**config.mk**
```make
export PLATFORM = sky130hd
export DESIGN_NAME = bnn_conv_top
export DESIGN_NICKNAME = d
export VERILOG_FILES = /design/src/bnn_conv_pkg.sv /design/src/line_buffer.sv /design/src/channel_neuron.sv /design/src/bnn_conv_top.sv
export VERILOG_INCLUDE_DIRS = /design/src /design/src/include
export SDC_FILE = /design/constraint.sdc
export NUM_CORES = 1
export LEC_CHECK = 0
export ABC_AREA = 1
export BUFFER_PORTS_ARGS = -buffer_cell sky130_fd_sc_hd__buf_2
export CORE_UTILIZATION = 45
export CTS_BUF_LIST = sky130_fd_sc_hd__clkbuf_4
export CTS_CLUSTER_SIZE = 24
export DETAILED_ROUTE_END_ITERATION = 8
export GPL_ROUTABILITY_DRIVEN = 0
export HOLD_SLACK_MARGIN = 0.12
export SLEW_MARGIN = 15
export SYNTH_ARGS = -nofsm -noshare
export SYNTH_HDL_FRONTEND = slang
export SYNTH_SLANG_ARGS = --single-unit
```
**constraint.sdc**
```tcl
create_clock -name clk -period 4.5 [get_ports clk]
set_input_delay 0.45 -clock clk [delete_from_list [all_inputs] [get_ports clk]]
set_output_delay 0.45 -clock clk [all_outputs]
set_load 0.02 [all_outputs]
```
**src/include/bnn_conv_macros.svh**
```systemverilog
`ifndef BNN_CONV_MACROS_SVH
`define BNN_CONV_MACROS_SVH

// Image geometry, single-bit pixels in raster order.
`define IMG_WIDTH 8
`define IMG_HEIGHT 6

// Square kernel, stride 1, no padding.
`define KERNEL_DIM 3

// Output channels, one neuron each.
`define OUT_CHANNELS 4

// Weight words per channel.
// Bit index is row * 3 + column, row 0 on top, column 0 on the left.
`define WEIGHT_0 9'b010_111_010
`define WEIGHT_1 9'b100_010_001
`define WEIGHT_2 9'b111_000_111
`define WEIGHT_3 9'b000_111_000

// Minimum match count for a 1 output, range 0 to 9.
`define THRESH_0 4'd5
`define THRESH_1 4'd6
`define THRESH_2 4'd4
`define THRESH_3 4'd9

`endif

```
**src/bnn_conv_pkg.sv**
```systemverilog
`default_nettype none

package bnn_conv_pkg;

    `include "bnn_conv_macros.svh"

    // One 3x3 window, seen two ways.
    // Row 0 is the top row, column 0 the left pixel.
    // So taps[8] is the newest pixel of the window.
    typedef union packed {
        // Flat view for the XNOR and the count.
        logic [`KERNEL_DIM*`KERNEL_DIM-1:0] taps;
        // Row view, rows[r][c] is taps[r*3+c].
        logic [`KERNEL_DIM-1:0][`KERNEL_DIM-1:0] rows;
    } window_t;

    // Match count, 0 up to the full kernel.
    typedef logic [$clog2(`KERNEL_DIM*`KERNEL_DIM+1)-1:0] match_cnt_t;

endpackage

`default_nettype wire

```
**src/line_buffer.sv**
```systemverilog
`timescale 1ns/1ps
`default_nettype none

`include "bnn_conv_macros.svh"

module line_buffer #(
    parameter int P_WIDTH = 8
) (
    input  wire                      clk,
    input  wire                      i_arst_n,

    input  wire                      i_we,
    input  wire                      i_data,

    output bnn_conv_pkg::window_t    o_window,
    output logic                     o_win_valid
);

    import bnn_conv_pkg::*;

    localparam int C_COL_W = $clog2(P_WIDTH);
    localparam int C_ROW_W = $clog2(`IMG_HEIGHT);
    localparam int C_EDGE  = `KERNEL_DIM - 1;

    // Previous row and the row before it.
    logic [P_WIDTH-1:0] line1_q;
    logic [P_WIDTH-1:0] line2_q;

    // Same column, one and two rows back.
    logic               up1_bit;
    logic               up2_bit;

    window_t            win_q;

    logic [C_COL_W-1:0] col_cnt;
    logic [C_ROW_W-1:0] row_cnt;
    logic               last_col;
    logic               last_row;
    logic               win_done;

    assign up1_bit = line1_q[P_WIDTH-1];
    assign up2_bit = line2_q[P_WIDTH-1];

    assign last_col = (col_cnt == C_COL_W'(P_WIDTH - 1));
    assign last_row = (row_cnt == C_ROW_W'(`IMG_HEIGHT - 1));

    // Window complete once both edges lie inside the image.
    assign win_done = (col_cnt >= C_COL_W'(C_EDGE)) && (row_cnt >= C_ROW_W'(C_EDGE));

    // Row storage.
    // The bit leaving line1 drops into line2.
    always_ff @(posedge clk or negedge i_arst_n) begin
        if (!i_arst_n) begin
            line1_q <= '0;
            line2_q <= '0;
        end else if (i_we) begin
            line1_q <= {line1_q[P_WIDTH-2:0], i_data};
            line2_q <= {line2_q[P_WIDTH-2:0], up1_bit};
        end
    end

    // Window shifts left by one column per pixel.
    // The new column enters at column 2.
    always_ff @(posedge clk or negedge i_arst_n) begin
        if (!i_arst_n) begin
            win_q.taps <= '0;
        end else if (i_we) begin
            win_q.rows[0] <= {up2_bit, win_q.rows[0][2:1]};
            win_q.rows[1] <= {up1_bit, win_q.rows[1][2:1]};
            win_q.rows[2] <= {i_data, win_q.rows[2][2:1]};
        end
    end

    // Raster position of the pixel being accepted.
    always_ff @(posedge clk or negedge i_arst_n) begin
        if (!i_arst_n) begin
            col_cnt <= '0;
            row_cnt <= '0;
        end else if (i_we) begin
            if (last_col) begin
                col_cnt <= '0;
                if (last_row) begin
                    row_cnt <= '0;
                end else begin
                    row_cnt <= row_cnt + 1'b1;
                end
            end else begin
                col_cnt <= col_cnt + 1'b1;
            end
        end
    end

    // One cycle strobe after a completing pixel.
    always_ff @(posedge clk or negedge i_arst_n) begin
        if (!i_arst_n) begin
            o_win_valid <= 1'b0;
        end else begin
            o_win_valid <= i_we && win_done;
        end
    end

    assign o_window = win_q;

endmodule

`default_nettype wire

```
**src/channel_neuron.sv**
```systemverilog
`timescale 1ns/1ps
`default_nettype none

module channel_neuron #(
    parameter logic [$bits(bnn_conv_pkg::window_t)-1:0] P_WEIGHT = '0,
    parameter bnn_conv_pkg::match_cnt_t                 P_THRESH = '0
) (
    input  wire                      clk,
    input  wire                      i_arst_n,

    input  wire                      i_valid,
    input  bnn_conv_pkg::window_t    i_window,

    output logic                     o_valid,
    output logic                     o_bit
);

    import bnn_conv_pkg::*;

    localparam int C_TAPS = $bits(window_t);

    logic [C_TAPS-1:0] match;
    match_cnt_t        match_cnt;
    logic              fire;

    // Number of set bits in a tap vector.
    function automatic match_cnt_t count_ones(input logic [C_TAPS-1:0] vec);
        match_cnt_t sum;
        sum = '0;
        for (int i = 0; i < C_TAPS; i++) begin
            sum = sum + match_cnt_t'(vec[i]);
        end
        return sum;
    endfunction

    // XNOR is the binary multiply.
    // A 1 marks a tap that agrees with its weight.
    assign match = ~(i_window.taps ^ P_WEIGHT);

    // Sum over the kernel.
    assign match_cnt = count_ones(match);

    // Sign by threshold.
    assign fire = (match_cnt >= P_THRESH);

    always_ff @(posedge clk or negedge i_arst_n) begin
        if (!i_arst_n) begin
            o_valid <= 1'b0;
        end else begin
            o_valid <= i_valid;
        end
    end

    // Result bit holds between windows.
    always_ff @(posedge clk or negedge i_arst_n) begin
        if (!i_arst_n) begin
            o_bit <= 1'b0;
        end else if (i_valid) begin
            o_bit <= fire;
        end
    end

endmodule

`default_nettype wire

```
**src/bnn_conv_top.sv**
```systemverilog
`timescale 1ns/1ps
`default_nettype none

`include "bnn_conv_macros.svh"

module bnn_conv_top (
    input  wire                      clk,
    input  wire                      i_arst_n,

    input  wire                      i_we,
    input  wire                      i_data,

    output logic                     o_we,
    output logic [`OUT_CHANNELS-1:0] o_data
);

    import bnn_conv_pkg::*;

    // Per-channel constants, indexed by channel.
    localparam logic [$bits(window_t)-1:0] C_WEIGHTS [`OUT_CHANNELS] = '{
        `WEIGHT_0,
        `WEIGHT_1,
        `WEIGHT_2,
        `WEIGHT_3
    };

    localparam match_cnt_t C_THRESHS [`OUT_CHANNELS] = '{
        `THRESH_0,
        `THRESH_1,
        `THRESH_2,
        `THRESH_3
    };

    window_t                  window;
    logic                     win_valid;
    logic [`OUT_CHANNELS-1:0] ch_valid;

    line_buffer #(
        .P_WIDTH     (`IMG_WIDTH)
    ) u_line_buffer (
        .clk         (clk),
        .i_arst_n    (i_arst_n),
        .i_we        (i_we),
        .i_data      (i_data),
        .o_window    (window),
        .o_win_valid (win_valid)
    );

    for (genvar ch = 0; ch < `OUT_CHANNELS; ch++) begin : g_channel
        channel_neuron #(
            .P_WEIGHT (C_WEIGHTS[ch]),
            .P_THRESH (C_THRESHS[ch])
        ) u_neuron (
            .clk      (clk),
            .i_arst_n (i_arst_n),
            .i_valid  (win_valid),
            .i_window (window),
            .o_valid  (ch_valid[ch]),
            .o_bit    (o_data[ch])
        );
    end

    // All channels share the same latency.
    assign o_we = ch_valid[0];

endmodule

`default_nettype wire

```
Word-level counts from Yosys, hierarchy flattened
Cells that the tools add are included.
W data, S select, Z words.
{"block": "word_totals", "regBits": 37, "in_bits": 4, "out_inout_bits": 5}
{"block": "op_classes", "n_addsub": 34, "n_lt_le_gt_ge": 6, "eq_ne": 2, "bitwise_logic": 8, "reduce_logical": 3, "muxes": 2}
{"operator": "$add A4 B1 Y4", "count": 28}
{"operator": "$not A9 Y9", "count": 4}
{"operator": "$ge A4 B3 Y1 const B", "count": 3}
{"operator": "$add A1 B1 Y2", "count": 4}
{"operator": "$add A3 B1 Y3 const B", "count": 2}
{"operator": "$eq A3 B3 Y1 const B", "count": 2}
{"operator": "$ge A3 B2 Y1 const B", "count": 2}
{"operator": "$mux W3", "count": 2}
{"operator": "$not A3 Y3", "count": 2}
{"operator": "$not A6 Y6", "count": 1}
{"operator": "$not A5 Y5", "count": 1}
{"operator": "$ge A4 B4 Y1 const B", "count": 1}
{"operator": "$logic_and A1 B1 Y1", "count": 2}
{"operator": "$reduce_and A2 Y1", "count": 1}

Logic depth before layout (Yosys ltp)
{"block": "depth", "depth_word": 11, "mapped_depth": 17, "depth_no_buf": 17}

Modules after synthesis
A second synthesis with hierarchy kept.
{"block": "hier_totals", "cells_unflattened": 249, "hier_area_um2": 2179.6}
{"mod": "line_buffer", "n_inst": 1, "area_each_um2": 1144.8, "seq_area_each_um2": 650.6, "cells_each": 120}
{"mod": "channel_neuron (g_channel[1].u_neuron)", "n_inst": 1, "area_each_um2": 284.0, "seq_area_each_um2": 50.0, "cells_each": 38}
{"mod": "channel_neuron (g_channel[0].u_neuron)", "n_inst": 1, "area_each_um2": 265.3, "seq_area_each_um2": 50.0, "cells_each": 33}
{"mod": "channel_neuron (g_channel[3].u_neuron)", "n_inst": 1, "area_each_um2": 265.3, "seq_area_each_um2": 50.0, "cells_each": 31}
{"mod": "channel_neuron (g_channel[2].u_neuron)", "n_inst": 1, "area_each_um2": 220.2, "seq_area_each_um2": 50.0, "cells_each": 27}

Worst setup path after synthesis
OpenSTA, ideal clock, no wires.
{"block": "synth_path", "path_type": "reg2reg", "startpoint": "register u_line_buffer.win_q, in the netlist u_line_buffer.o_window[1]", "endpoint": "register g_channel[0].u_neuron.o_bit", "n_path_buf": 0, "t_arrival_ns": 3.255, "t_required_ns": 4.383, "setup_ns": 0.117, "stages_incl_launch_ff": 17, "slack_ns": 1.128, "period_less_slack_ns": 3.372, "cell_sequence": "dfrtp_1 > inv_1 > ha_1 > inv_1 > fa_1 > inv_1 > fa_1 > fa_1 > inv_1 > ha_1 > inv_1 > fa_1 > nand2_1 > nand3_1 > nand2_1 > nand2_1 > nand2_1"}
{"block": "synth_between", "elab_chain_cells": 11}
{"element": "start, declared", "line_no": "line_buffer.sv:33", "rtl": "window_t win_q;"}
{"element": "$not A5 Y5 (no source line)"}
{"element": "$not A9 Y9", "line_no": "channel_neuron.sv:38", "rtl": "assign match = ~(i_window.taps ^ P_WEIGHT);"}
{"element": "$add A1 B1 Y2", "line_no": "channel_neuron.sv:31", "rtl": "sum = sum + match_cnt_t'(vec[i]);"}
{"element": "$add A4 B1 Y4 (7 in series)", "line_no": "channel_neuron.sv:31"}
{"element": "$ge A4 B3 Y1", "line_no": "channel_neuron.sv:44", "rtl": "assign fire = (match_cnt >= P_THRESH);"}
{"element": "end signal, assigned", "line_no": "channel_neuron.sv:59", "rtl": "o_bit <= fire;"}
{"element": "end, declared", "line_no": "channel_neuron.sv:15", "rtl": "output logic o_bit"}
Every way passes these cells.
A chain may end at the register's enable or synchronous reset.

Worst setup path in the final report
Same ends and word-level chain as after synthesis.

==> results.py <==
metrics = {
    "logic_synthesis": {
        "ys_ff_latch": 31,
        "ys_seq_area_share_pct": 36.03,
        "ys.warnings.count": 0,
        "synth.distinct_cells": 16,
        "synth_nets": 286,
        "yosysTopAreaCellShare_pct": 36.03,
        "netlist_top_cells_area": "dfrtp_1 36%, fa_1 18%, ha_1 15%",
        "avgSynthCellArea_um2": 9.086,
        "synth_top_area_cell": "dfrtp_1",
        "syn_area_um2": 2153,
        "postSynthCellCount": 237,
    },
    "global_route": {
        "antenna_found_initial": 0,
        "grt_util_all_layers_pct": 15.65,
        "overflow": 0,
        "grt_max_degree": 33,
        "grt_pass1_vias": 1392,
        "grt_pass1_wl_mm": 6.161,
    },
    "final_layout": {
        "final_common_cell": "nand2_1",
        "syn_to_final_growth_pct": 4.706,
        "drive_above_1_share_pct": 6.557,
        "nNetsFinal": 293,
        "nFillCells": 432,
        "antenna-diode-count": 0,
        "regArea_um2": 775.7,
        "final_cell_area_um2": 2255,
        "mostFrequentLayoutCells": "57 x nand2_1, 53 x inv_1, 31 x dfrtp_1, 26 x ha_1",
        "multi_input_area_um2": 1125,
    },
    "cts": {
        "clockRootBuffer": "clkbuf_4",
        "cts_htree_levels": 2,
        "cts_buffers": 5,
        "clockBufferDepth": 2,
        "clock_sinks": 31,
        "ctsHoldBuffers": 0,
        "cts_tree": "yes",
        "path_clk_slew_ns": 0.09,
        "ctsResizeCount": 0,
        "insertion_delay_ns": 0.33,
        "postCtsSetupRepairBufs": 0,
    },
    "drt": {
        "drt-wirelength-per-cell_um": 11.18,
        "num_vias": 1352,
        "drtIter0Drc": 61,
        "drc": 0,
        "routed_wl_mm": 3.308,
        "ant_nets": 0,
        "first_pass_iters": 4,
        "drt-vias-per-instance": 4.568,
    },
    "critical_path": {
        "startpoint_type": "flip-flop",
        "critPathCapture": "g_channel[0].u_neuron.o_bit",
        "worstSetupPathType": "reg -> reg",
        "r2r_slack_ns": 0.98,
        "r2r-start": "u_line_buffer.o_window[1]",
        "cp-end-kind": "flip-flop",
        "timing.rr.end": "g_channel[0].u_neuron.o_bit",
        "critical_path_peak_fanout": 4,
        "critPathArrivalTime_ns": 3.74,
        "startpoint": "u_line_buffer.o_window[1]",
        "cp.required_ns": 4.72,
        "r2r_cells": 16,
    },
    "floorplan": {
        "die_w_um": 71.18,
        "core_area_um2": 4474,
        "dieArea_um2": 5066,
        "die_h_um": 71.18,
        "start_util_pct": 48.13,
        "io_pins": 9,
        "rows": 24,
    },
    "sta": {
        "setup-violations-final": 0,
        "worstMarginPinSlew_ns": 0.6732,
        "final.min_clock_period_ns": 3.517,
        "period_share_pct": 78.15,
        "maxSlewHeadroom_pct": 55.12,
        "rsz0062_at_grt": "false",
        "finalHoldViolCount": 0,
        "skew_ns": 0.01138,
        "drv_slew": 0,
        "setup_tns_ns": 0,
        "max_freq_ghz": 0.2844,
    },
    "place": {
        "place_area_um2": 2208,
        "port_buffers": 8,
        "dp_hpwl_mm": 2.591,
    },
    "power": {
        "power.density_nw_per_um2": 574.7,
        "p_total_w": 0.001296,
        "ir_worst_vdd_mv": 0.2747,
        "leakagePower_nw": 1.226,
    },
    "run": {
        "drv_cap": 0,
    },
    "worst_hold_path": {
        "hold_path.class": "in -> async",
    },
    "run_status": {
        "outcome": "finished clean",
    },
}
[per-layer routing]
layer / share of wire, % / wire [µm] / GRT usage [%] / up-vias
met4: 0.73 / 24 / 4.000 / 0
li1: - / - / - / 713
met2: 44 / 1455 / 25.08 / 14
met1: 53 / 1745 / 21.42 / 620
met5: 0 / 0 / 0 / -
met3: 2.5 / 83 / 3.846 / 5
[state kept, by name, indices dropped and copies added, names as in the netlist]
register,flops
u_line_buffer.line2_q,5
g_channel.u_neuron.o_bit,4
u_line_buffer.o_window,8
u_line_buffer.col_cnt,3
u_line_buffer.o_win_valid,1
g_channel.u_neuron.o_valid,1
u_line_buffer.row_cnt,3
u_line_buffer.line1_q,6
[cells in the mapped netlist]
master,number
buf_2,4
a21oi_1,2
buf_4,4
nand3_1,7
fa_1,19
inv_2,1
nor2_2,1
o21a_1,1
nand2_1,57
nor2_1,7
o21ai_0,19
dfrtp_1,31
inv_1,53
ha_1,26
o21ai_1,2
nor3_1,3
[worst min-delay path by stage]
stage                           startpoint                           to  slack [ns]  cells after the start
2_1_floorplan                     i_arst_n  g_channel[0].u_neuron.o_bit        0.15                      0
3_3_place_gp      u_line_buffer.line1_q[6]     u_line_buffer.line1_q[7]        0.46                      2
3_5_place_dp   g_channel[1].u_neuron.o_bit  g_channel[1].u_neuron.o_bit        0.46                      2
4_1_cts                           i_arst_n     u_line_buffer.line1_q[6]        0.17                      1
5_1_grt                           i_arst_n  g_channel[0].u_neuron.o_bit        0.20                      1
6_report                          i_arst_n  g_channel[0].u_neuron.o_bit        0.15                      1
[cells by family after synthesis]
group                    count (synthesis)  synth area share, %
flip-flops                              31                36.03
adder cells (fa/ha/maj)                 45                32.77
AO/OA/AOI/OAI                           24                5.694
buffers and inverters                   62                11.74
AND/OR/NAND/NOR                         75                13.77
[cell type report]
cell class	instances	share of cell area (%)
inverters	54	8.990
well taps	52	2.886
multi-input cells	144	49.89
flip-flops and latches	31	34.41
clock buffers	5	1.665
repair buffers	8	1.776
clock inverters	2	0.3885
[power by group]
part	total (W)	switching (W)	internal [W]
clock	0.000147	0.0000914	0.0000553
sequential	0.000405	0.0000535	0.000351
combinational	0.000744	0.000432	0.000312
[critical path: stages, from the launching register on]
cell and delay [ns]:
dfrtp_1 0.40, inv_1 0.09, ha_1 0.35, inv_1 0.10
fa_1 0.48, inv_1 0.06, fa_1 0.53, fa_1 0.42
inv_1 0.06, ha_1 0.15, inv_1 0.05, fa_1 0.47
nand2_1 0.05, nand3_1 0.07, nand2_1 0.05, nand2_1 0.05
nand2_1 0.04
[stage by stage]
step | hold WS [ns] | setup WS, ns | cells | util, %
6_report | 0.1524 | 0.9835 | 296 | 50.39
3_5_place_dp | 0.4630 | 0.9702 | 289 | 49.36
2_1_floorplan | 0.1544 | 1.128 | 237 | -
3_3_place_gp | 0.4591 | 1.034 | 289 | 49.36
5_1_grt | 0.1961 | 0.7648 | 296 | 50.39
4_1_cts | 0.1688 | 0.9660 | 296 | 50.39
Note: power is estimated with default switching activity, not from simulation.
